[config.mk]
export PLATFORM = sky130hd
export DESIGN_NAME = div_top
export DESIGN_NICKNAME = d
export VERILOG_FILES = /design/src/hw/div_pkg.sv /design/src/hw/div_step_if.sv /design/src/hw/div_ctrl.sv /design/src/hw/div_operand_prep.sv /design/src/hw/div_radix4_stage.sv /design/src/hw/div_result_fix.sv /design/src/hw/div_top.sv
export VERILOG_INCLUDE_DIRS = /design/src /design/src/hw
export SDC_FILE = /design/constraint.sdc
export NUM_CORES = 1
export LEC_CHECK = 0
export BUFFER_PORTS_ARGS = -buffer_cell sky130_fd_sc_hd__clkbuf_2
export CAP_MARGIN = 20
export CORE_ASPECT_RATIO = 0.75
export CORE_MARGIN = 2
export CORE_UTILIZATION = 30
export DETAILED_ROUTE_END_ITERATION = 16
export SLEW_MARGIN = 10
export SYNTH_ARGS = -nofsm -noshare
export SYNTH_HDL_FRONTEND = slang
export SYNTH_HIERARCHICAL = 1
export SYNTH_SLANG_ARGS = --single-unit
[constraint.sdc]
create_clock -name clk -period 7.25 [get_ports clk]
set_input_delay 0.725 -clock clk [delete_from_list [all_inputs] [get_ports clk]]
set_output_delay 0.725 -clock clk [all_outputs]
set_load 0.01 [all_outputs]
[src/hw/div_settings.svh]
`ifndef DIV_SETTINGS_SVH
`define DIV_SETTINGS_SVH

`define DIV_W     32
`define DIV_ITER  16
`define DIV_CNT_W 4

`endif

[src/hw/div_pkg.sv]
`include "div_settings.svh"

package div_pkg;

	typedef enum logic [1:0]
	{
		S_IDLE = 2'd0,
		S_ITER = 2'd1,
		S_DONE = 2'd2
	} div_state_e;

	typedef struct packed
	{
		logic [`DIV_W-1:0] dividend;  // magnitude once captured
		logic [`DIV_W-1:0] divisor;
		logic              uns;
		logic              neg_dvd;   // remainder takes this sign
		logic              neg_quot;
	} div_opnd_t;

endpackage

[src/hw/div_step_if.sv]
`timescale 1ns/1ps
`include "div_settings.svh"

interface div_step_if
	import div_pkg::*;
();

	logic              load;         // one cycle, start accepted
	logic              step;         // high while digits shift in
	div_opnd_t         opnd;
	logic [`DIV_W:0]   dvs_add;      // divisor, inverted when subtracting
	logic              sub;
	logic [1:0]        digit;
	logic [`DIV_W-1:0] urem_final;
	logic [`DIV_W-1:0] uquot_final;

	modport ctrl (output load, output step);

	modport prep (input load, output opnd, output dvs_add, output sub);

	modport stage (input load, input step, input opnd, input dvs_add, input sub,
		output digit, output urem_final, output uquot_final);

	modport fix (input opnd, input urem_final, input uquot_final);

endinterface

[src/hw/div_ctrl.sv]
`timescale 1ns/1ps
`include "div_settings.svh"

module div_ctrl
	import div_pkg::*;
(
	input  logic     clk,
	input  logic     rstn,
	input  logic     en,
	output logic     fin,
	div_step_if.ctrl bus
);

	localparam logic [`DIV_CNT_W-1:0] LAST_CNT = `DIV_CNT_W'(`DIV_ITER - 1);

	div_state_e            state;
	logic [`DIV_CNT_W-1:0] cnt;
	logic                  accept;
	logic                  last;

	assign accept = en && ((state == S_IDLE) || (state == S_DONE));
	assign last   = (state == S_ITER) && (cnt == LAST_CNT);  // wait cycle for final digit

	assign bus.load = accept;
	assign bus.step = (state == S_ITER) && !last;

	always_ff @(posedge clk)
	begin
		if (!rstn)
		begin
			state <= S_IDLE;
			cnt   <= '0;
			fin   <= 1'b0;
		end
		else
		begin
			case (state)
				S_IDLE, S_DONE:
				begin
					if (accept)
					begin
						state <= S_ITER;
						cnt   <= '0;
						fin   <= 1'b0;
					end
				end
				S_ITER:
				begin
					cnt <= cnt + 1'b1;
					if (last)
					begin
						state <= S_DONE;
						fin   <= 1'b1;  // held until next accept
					end
				end
				default:
				begin
					state <= S_IDLE;
				end
			endcase
		end
	end

	a_load_then_step: assert property (@(posedge clk) disable iff (!rstn)
		bus.load |=> (bus.step && !fin))
		else $error("no first step after a start, state %s", state.name());

	a_fin_fall: assert property (@(posedge clk) disable iff (!rstn)
		$fell(fin) |-> $past(bus.load))
		else $error("fin dropped without a start, state %s", state.name());

endmodule

[src/hw/div_operand_prep.sv]
`timescale 1ns/1ps
`include "div_settings.svh"

module div_operand_prep
	import div_pkg::*;
(
	input  logic              clk,
	input  logic              rstn,
	input  logic              uns,
	input  logic [`DIV_W-1:0] dividend,
	input  logic [`DIV_W-1:0] divisor,
	div_step_if.prep          bus
);

	localparam int W = `DIV_W;

	div_opnd_t      opnd_q;
	div_opnd_t      opnd_d;
	logic           dvd_neg;
	logic [W-1:0]   dvd_mag;

	assign dvd_neg = ~uns & dividend[W-1];
	assign dvd_mag = ({W{dvd_neg}} ^ dividend) + W'(dvd_neg);  // -2^31 stays 2^31 unsigned

	always_comb
	begin
		opnd_d.dividend = dvd_mag;
		opnd_d.divisor  = divisor;
		opnd_d.uns      = uns;
		opnd_d.neg_dvd  = dvd_neg;
		opnd_d.neg_quot = ~uns & (dividend[W-1] ^ divisor[W-1]);
	end

	always_ff @(posedge clk)
	begin
		if (!rstn)
		begin
			opnd_q.uns      <= 1'b1;
			opnd_q.neg_dvd  <= 1'b0;
			opnd_q.neg_quot <= 1'b0;
		end
		else if (bus.load)
		begin
			opnd_q <= opnd_d;
		end
	end

	// the stage loads its register on the same edge, so it sees the fresh magnitude
	always_comb
	begin
		bus.opnd = opnd_q;
		if (bus.load)
			bus.opnd.dividend = dvd_mag;
	end

	assign bus.sub     = ~opnd_q.divisor[W-1] | opnd_q.uns;  // negative divisor is added
	assign bus.dvs_add = {(W+1){bus.sub}}
		^ {~opnd_q.uns & opnd_q.divisor[W-1], opnd_q.divisor};

endmodule

[src/hw/div_radix4_stage.sv]
`timescale 1ns/1ps
`include "div_settings.svh"

module div_radix4_stage
	import div_pkg::*;
(
	input  logic      clk,
	input  logic      rstn,
	div_step_if.stage bus
);

	localparam int W = `DIV_W;

	logic [2*W-1:0] acc;        // partial remainder over dividend/quotient bits
	logic [W-1:0]   part_rem;
	logic [W:0]     rem1;
	logic [W+1:0]   rem2;
	logic [W+2:0]   rem3;
	logic [W+2:0]   csa_a;
	logic [W+2:0]   csa_b;
	logic [W+2:0]   csa_c;
	logic [W+2:0]   csa_s;
	logic [W+2:0]   csa_cy;
	logic [1:0]     digit;
	logic [W-1:0]   sel_rem;

	assign part_rem = acc[2*W-1:W];

	// R + 3D as R + D + 2D, signed divisor word sign extended
	assign csa_a = {3'b000, part_rem};
	assign csa_b = {{2{bus.dvs_add[W]}}, bus.dvs_add};
	assign csa_c = {bus.dvs_add[W], bus.dvs_add, bus.sub};

	always_comb
	begin
		for (int i = 0; i < W + 3; i++)
		begin
			csa_s[i]  = csa_a[i] ^ csa_b[i] ^ csa_c[i];
			csa_cy[i] = (csa_a[i] & csa_b[i]) | (csa_a[i] & csa_c[i])
				| (csa_b[i] & csa_c[i]);
		end
	end

	// each sub term carries its own +1 for the two's complement
	assign rem1 = {1'b0, part_rem} + bus.dvs_add + {{W{1'b0}}, bus.sub};
	assign rem2 = {2'b00, part_rem} + {bus.dvs_add, bus.sub} + {{(W+1){1'b0}}, bus.sub};
	assign rem3 = csa_s + {csa_cy[W+1:0], bus.sub} + {{(W+2){1'b0}}, bus.sub};

	// sign bits fall 1,2,3 times D in turn
	assign digit = {~rem2[W+1], ~(rem1[W] ^ rem2[W+1] ^ rem3[W+2])};

	always_comb
	begin
		case (digit)
			2'd0:    sel_rem = part_rem;
			2'd1:    sel_rem = rem1[W-1:0];
			2'd2:    sel_rem = rem2[W-1:0];
			default: sel_rem = rem3[W-1:0];
		endcase
	end

	always_ff @(posedge clk)
	begin
		if (!rstn)
		begin
			acc <= '0;
		end
		else if (bus.load)
		begin
			acc <= {{(W-2){1'b0}}, bus.opnd.dividend, 2'b00};
		end
		else if (bus.step)
		begin
			// remainder below 2^30 here, top bits drop safely
			acc <= {sel_rem[W-3:0], acc[W-1:0], digit};
		end
	end

	assign bus.digit       = digit;
	assign bus.uquot_final = {acc[W-3:0], digit};  // 16th digit never registered
	assign bus.urem_final  = sel_rem;

	a_digit_known: assert property (@(posedge clk) disable iff (!rstn)
		bus.step |-> !$isunknown(bus.digit))
		else $error("digit unknown during iteration");

endmodule

[src/hw/div_result_fix.sv]
`timescale 1ns/1ps
`include "div_settings.svh"

module div_result_fix
	import div_pkg::*;
(
	output logic [`DIV_W-1:0] quot,
	output logic [`DIV_W-1:0] rem,
	div_step_if.fix           bus
);

	localparam int W = `DIV_W;

	logic neg_q;
	logic neg_r;

	// unsigned mode leaves both untouched
	assign neg_q = bus.opnd.neg_quot & ~bus.opnd.uns;
	assign neg_r = bus.opnd.neg_dvd & ~bus.opnd.uns;

	assign quot = ({W{neg_q}} ^ bus.uquot_final) + W'(neg_q);  // truncation toward zero
	assign rem  = ({W{neg_r}} ^ bus.urem_final) + W'(neg_r);   // sign follows dividend

endmodule

[src/hw/div_top.sv]
`timescale 1ns/1ps
`include "div_settings.svh"

module div_top
(
	input  logic              clk,
	input  logic              rstn,
	input  logic              en,
	input  logic              uns,
	input  logic [`DIV_W-1:0] dividend,
	input  logic [`DIV_W-1:0] divisor,
	output logic [`DIV_W-1:0] quot,
	output logic [`DIV_W-1:0] rem,
	output logic              fin
);

	div_step_if bus ();

	div_ctrl i_ctrl
	(
		.clk  (clk),
		.rstn (rstn),
		.en   (en),
		.fin  (fin),
		.bus  (bus.ctrl)
	);

	div_operand_prep i_prep
	(
		.clk      (clk),
		.rstn     (rstn),
		.uns      (uns),
		.dividend (dividend),
		.divisor  (divisor),
		.bus      (bus.prep)
	);

	div_radix4_stage i_stage
	(
		.clk  (clk),
		.rstn (rstn),
		.bus  (bus.stage)
	);

	div_result_fix i_fix
	(
		.quot (quot),
		.rem  (rem),
		.bus  (bus.fix)
	);

endmodule

* Yosys cells after proc, flatten, opt, wreduce, memory -nomap -nowiden
Index checks and enable logic that the tools add are counted.
** Word-level totals
- Register bits :: 106
- Input port bits :: 68
- Output and inout port bits :: 65
- Word-level logic and storage cells :: 297
** Operators by class
- Add/sub/neg operators :: 10
- Equal/unequal tests :: 7
- Multiplexer cells :: 11
- Bitwise gates (word level) :: 245
- Reduce and logical (&&, ||, !) cells :: 15
** Operators with widths (count)
- $and 1x1->1 :: 102
- $add 32x1->32 :: 3
- $pmux 32 s3 :: 1
- $xor 32x32->32 :: 3
- $mux 34 :: 2
- $xor 1x1->1 :: 68
- $or 1x1->1 :: 65
- $add 33x35->35 :: 1
- $add 35x1->35 :: 1
- $add 32x34->34 :: 1
- $add 34x1->34 :: 1
- $add 32x33->33 :: 1
- $add 33x1->33 :: 1
- $xor 33x33->33 :: 1
- $pmux 4 s2 :: 1
- $not 1->1 :: 6
- $reduce_and 2->1 :: 3
- $add 4x1->4 const B :: 1
- $eq 2x1->1 const B :: 2
- $eq 2x2->1 const B :: 2
- $eq 4x4->1 const B :: 1
- $logic_not 2->1 :: 2
- $mux 2 :: 2
- $mux 4 :: 1
- 11 further kinds :: 16

* Longest topological paths before layout
- Depth after elaboration :: 14
- Mapped depth :: 26
- Mapped depth without buffers :: 23

* Cells and area by module
Netlist, hierarchy kept.
** Modules (own cells, without submodules)
- div_radix4_stage :: instances 1, cells each 1138, area an instance 9371.5 um^2, seq. area each 1281.2 um^2
- div_operand_prep :: instances 1, cells each 472, area an instance 4803.4 um^2, seq. area each 1981.9 um^2
- div_result_fix :: instances 1, cells each 391, area an instance 2596.2 um^2, seq. area each 0.0 um^2
- div_ctrl :: instances 1, cells each 38, area an instance 369.1 um^2, seq. area each 140.1 um^2

* Worst setup path after synthesis
Ideal clock, no wire load.
- Kind :: reg2out
- From :: reg i_prep.opnd_q, in the netlist i_prep/bus.opnd[34]
- To :: out rem[28]
- Data arrival time :: 6.181 ns
- Required time :: 6.525 ns
- Slack :: 0.344 ns
- Stages on the path, launching flop included :: 23
- Buffers on the path :: 4
- Path through :: edfxtp_1 > nor2b_1 > clkbuf_1 > buf_1 > xnor2_1 > fa_1 > ha_1 > buf_4 > a21o_1 > a311o_1 > nand4_2 > a311o_1 > nand2_2 > a41oi_2 > xor2_2 > buf_2 > mux4_2 > or2_2 > or4_1 > a221oi_2 > and3_1 > nand3_1 > xnor2_1
** Between the ends
- Cells in the longest elaborated chain, start to end :: 14
- Elaborated cells on any way between the ends :: 246
- Classes of those cells :: 7 x add/sub; 2 x eq/ne; 1 x mux; 235 x bitwise; 1 x reduce/logical
** Ends and longest elaborated chain
- from (decl) :: RTL line div_operand_prep.sv:17 : div_opnd_t opnd_q;
- from (signal assigned) :: RTL line div_operand_prep.sv:44 : opnd_q <= opnd_d;
- $not 1->1 (*) :: RTL line div_operand_prep.sv:56 : assign bus.sub = ~opnd_q.divisor[W-1] | opnd_q.uns;
- $or 1x1->1 (*) :: RTL line div_operand_prep.sv:56
- $xor 33x33->33 (*) :: RTL line div_operand_prep.sv:58 : ^ {~opnd_q.uns & opnd_q.divisor[W-1], opnd_q.divisor};
- via bus.dvs_add[7] :: RTL line div_step_if.sv:11 : logic [`DIV_W:0] dvs_add;
- $and 1x1->1 :: RTL line div_radix4_stage.sv:39 : csa_cy[i] = (csa_a[i] & csa_b[i]) | (csa_a[i] & csa_c[i])
- $or 1x1->1 :: RTL line div_radix4_stage.sv:39
- $or 1x1->1 :: RTL line div_radix4_stage.sv:40 : | (csa_b[i] & csa_c[i]);
- $add 33x35->35 :: RTL line div_radix4_stage.sv:47 : assign rem3 = csa_s + {csa_cy[W+1:0], bus.sub} + {{(W+2){1'b0}}, bus.sub};
- $add 35x1->35 :: RTL line div_radix4_stage.sv:47
- $xor 1x1->1 :: RTL line div_radix4_stage.sv:50 : assign digit = {~rem2[W+1], ~(rem1[W] ^ rem2[W+1] ^ rem3[W+2])};
- $not 1->1 :: RTL line div_radix4_stage.sv:50
- $eq 2x2->1, or another cell as far along :: RTL line div_radix4_stage.sv:54 : case (digit)
- $pmux 32 s3 (*) :: RTL line div_radix4_stage.sv:54
- via bus.urem_final[4] :: RTL line div_step_if.sv:14 : logic [`DIV_W-1:0] urem_final;
- $xor 32x32->32 (*) :: RTL line div_result_fix.sv:22 : assign rem = ({W{neg_r}} ^ bus.urem_final) + W'(neg_r);
- $add 32x1->32 (*) :: RTL line div_result_fix.sv:22
- to (decl) :: RTL line div_top.sv:13 : output logic [`DIV_W-1:0] rem,
The timed path passes the listed nets; every way through them passes the cells marked *.

* Final worst setup path
- From :: reg i_prep.opnd_q, in the netlist i_prep/bus.opnd[34]
- To :: out rem[27]
Same word-level chain as after synthesis.

==> key figures <==
Run status
  • Status: finished, violations left
  • Failing checks: setup timing

Timing
  • Setup TNS: -0.004334 ns
  • Slew margin rel.: 0.2545
  • Clock skew: 0.01428 ns
  • Final worst setup slack: -0.004334 ns
  • Max Clk Rate: 137.8 MHz
  • Worst-Margin Slew: 1.118 ns
  • # setup viols final: 1
  • Final Hold Viols: 0
  • Tcrit/Tclk final: 1.001
  • Max-slew violations: 0
  • Tmin final: 7.254 ns
  • RSZ-0062 raised after global routing: yes

Setup path
  • CP required: 6.52 ns
  • Most frequent CP cell: buf_12
  • Arrival time at the worst endpoint: 6.53 ns
  • Crit-path leading delay family: compound AO/OA/AOI/OAI gates
  • Kind of critical path: reg2out
  • CP peak stage delay: 0.61 ns
  • Kind of end point of the critical path: primary output
  • Crit start category: flop
  • Critical-path maximum fanout: 6
  • WP buf/inv: 8
  • Slowest CP cell: fa_2

GRT
  • First-pass GRT wire length: 88440 um
  • Grt ovf: 0
  • Total GRT Usage: 0.1941
  • Initial antenna violation count: 3
  • Largest net degree at the start of global routing: 104
  • Vias in the first global route: 14954

Route
  • DRT Pass-1 Iters: 7
  • Via count: 16192
  • Routed len/inst: 20.45 um
  • Routed Antenna Nets: 0
  • DRC viols: 0
  • Via-to-Cell Ratio: 5.638
  • Routed wire length: 58730 um
  • Iter 0 DRT Violations: 1584

Clock network
  • CTS tree: yes
  • CTS clk-pin slew, worst paths: 0.07 ns
  • CTS max path bufs: 2
  • CTS H-tree depth: 4
  • CTS Root Buffer Type: clkbuf_16
  • CTS Hold Buffers Added: 0
  • CTS Buf Count: 17
  • Clk sinks: 138
  • Clock Latency Late Sink: 0.47 ns

Power and ir drop
  • Final Power: 4.063 mW
  • LEAKAGE: 7.824 nW
  • Max IR drop VDD: 0.1672 mV
  • Power Dens Cells: 201.5 mW/mm2

Hold path
  • Hold Crit Class: in2reg

Placed design
  • Port Buffers: 132
  • RD Place Congestion: 0.9642
  • Dpl hpwl: 45730 um

Cells and area
  • Final net count: 2334
  • Commonest non-fill, non-tap cell in the layout: xnor2_1
  • Area delta synth->final: 19.29%
  • Share of layout cells above drive strength 1: 0.2094
  • Commonest non-fill, non-tap cells in the layout: xnor2_1, nand2_1, clkbuf_2

Synthesis
  • Cells after Synth: 2007
  • Synthesized net count: 2215
  • Mapped Area: 0.01690 mm2
  • Synth warnings: 6
  • Synth Area per Inst: 8.421 um2

Floorplan
  • IO Pins: 133
  • Die width: 278.1 um
  • Rows: 75
  • Die height: 209.5 um
  • Initial Utilization: 0.3027
  • Core ar.: 0.05583 mm2
  • Die Area: 0.05827 mm2

Flow run
  • Max_cap viols: 0
## final timing paths
kind	startpoint	end	slack, ns	cells past startpoint
worst max-delay path	i_prep/bus.opnd[34]$_DFFE_PP_	rem[27]	-0.004	25
worst min register to register	i_ctrl/fin$_SDFFE_PN0P_	i_ctrl/fin$_SDFFE_PN0P_	0.47	2
worst max register to register	i_prep/bus.opnd[34]$_DFFE_PP_	i_stage/acc[59]$_SDFFE_PP0P_	2.18	18
worst min-delay path	divisor[21]	i_prep/bus.opnd[24]$_DFFE_PP_	0.44	1
## where the power goes
part / internal, mW / switching [mW] / leakage, nW
Combinational: 0.889 / 1.24 / 6.31
Clock: 0.584 / 0.408 / 0.316
Sequential: 0.866 / 0.0783 / 1.20
## metal layers
metal  track usage  part of all wire
met5             0           0.00022
met1        0.2996              0.49
met3       0.04052             0.089
met2        0.2763              0.41
met4       0.03299             0.014
## sequential cells by signal, indices dropped and copies added (netlist names)
register,count
i_prep/opnd_q,32
i_stage/acc,64
i_prep/bus.opnd,35
i_ctrl/fin,1
i_ctrl/cnt,4
i_ctrl/state,2
## stage by stage
step,utilization,std cells,hold WS (ns),cell area [um2],worst slack (ns)
after detailed placement,0.3260,2786,0.4691,18200,-0.01572
after CTS,0.3425,2823,0.4119,19120,-0.05745
after floorplan,-,2007,0.4684,16900,0.3692
after global routing,0.3610,2871,0.4156,20160,-0.1618
after global placement,0.3260,2786,0.4616,18200,0.08126
final,0.3611,2872,0.4372,20160,-0.004334
## layout make-up
class	instances	area [um2]
repair buffers	236	1588
clock buffers	17	425.4
well taps	731	914.6
flip-flops and latches	138	3403
diodes	2	5.005
inverters	56	221.5
fillers	5681	35670
clock inverters	15	214.0
multi-input cells	1677	13390
## worst register-to-register path, stage by stage (launching register included)
cell      delay, ns
edfxtp_1       0.44
nor2b_4        0.17
buf_12         0.15
buf_6          0.13
buf_12         0.14
xnor2_2        0.15
buf_4          0.17
fa_2           0.61
ha_4           0.23
a211oi_1       0.31
o22ai_1        0.15
a21oi_2        0.29
o22ai_1        0.20
or3_1          0.40
a211oi_1       0.25
nor2_1         0.08
nor3_1         0.54
o22a_2         0.42
a22o_1         0.18
## repair_timing
action	CTS	global route
buffers inserted	5	43
pin swaps	6	37
cloned	0	4
gates resized for setup	37	103
endpoints found under the setup margin	42	34
No activity file was read; power rests on OpenSTA's default activity.
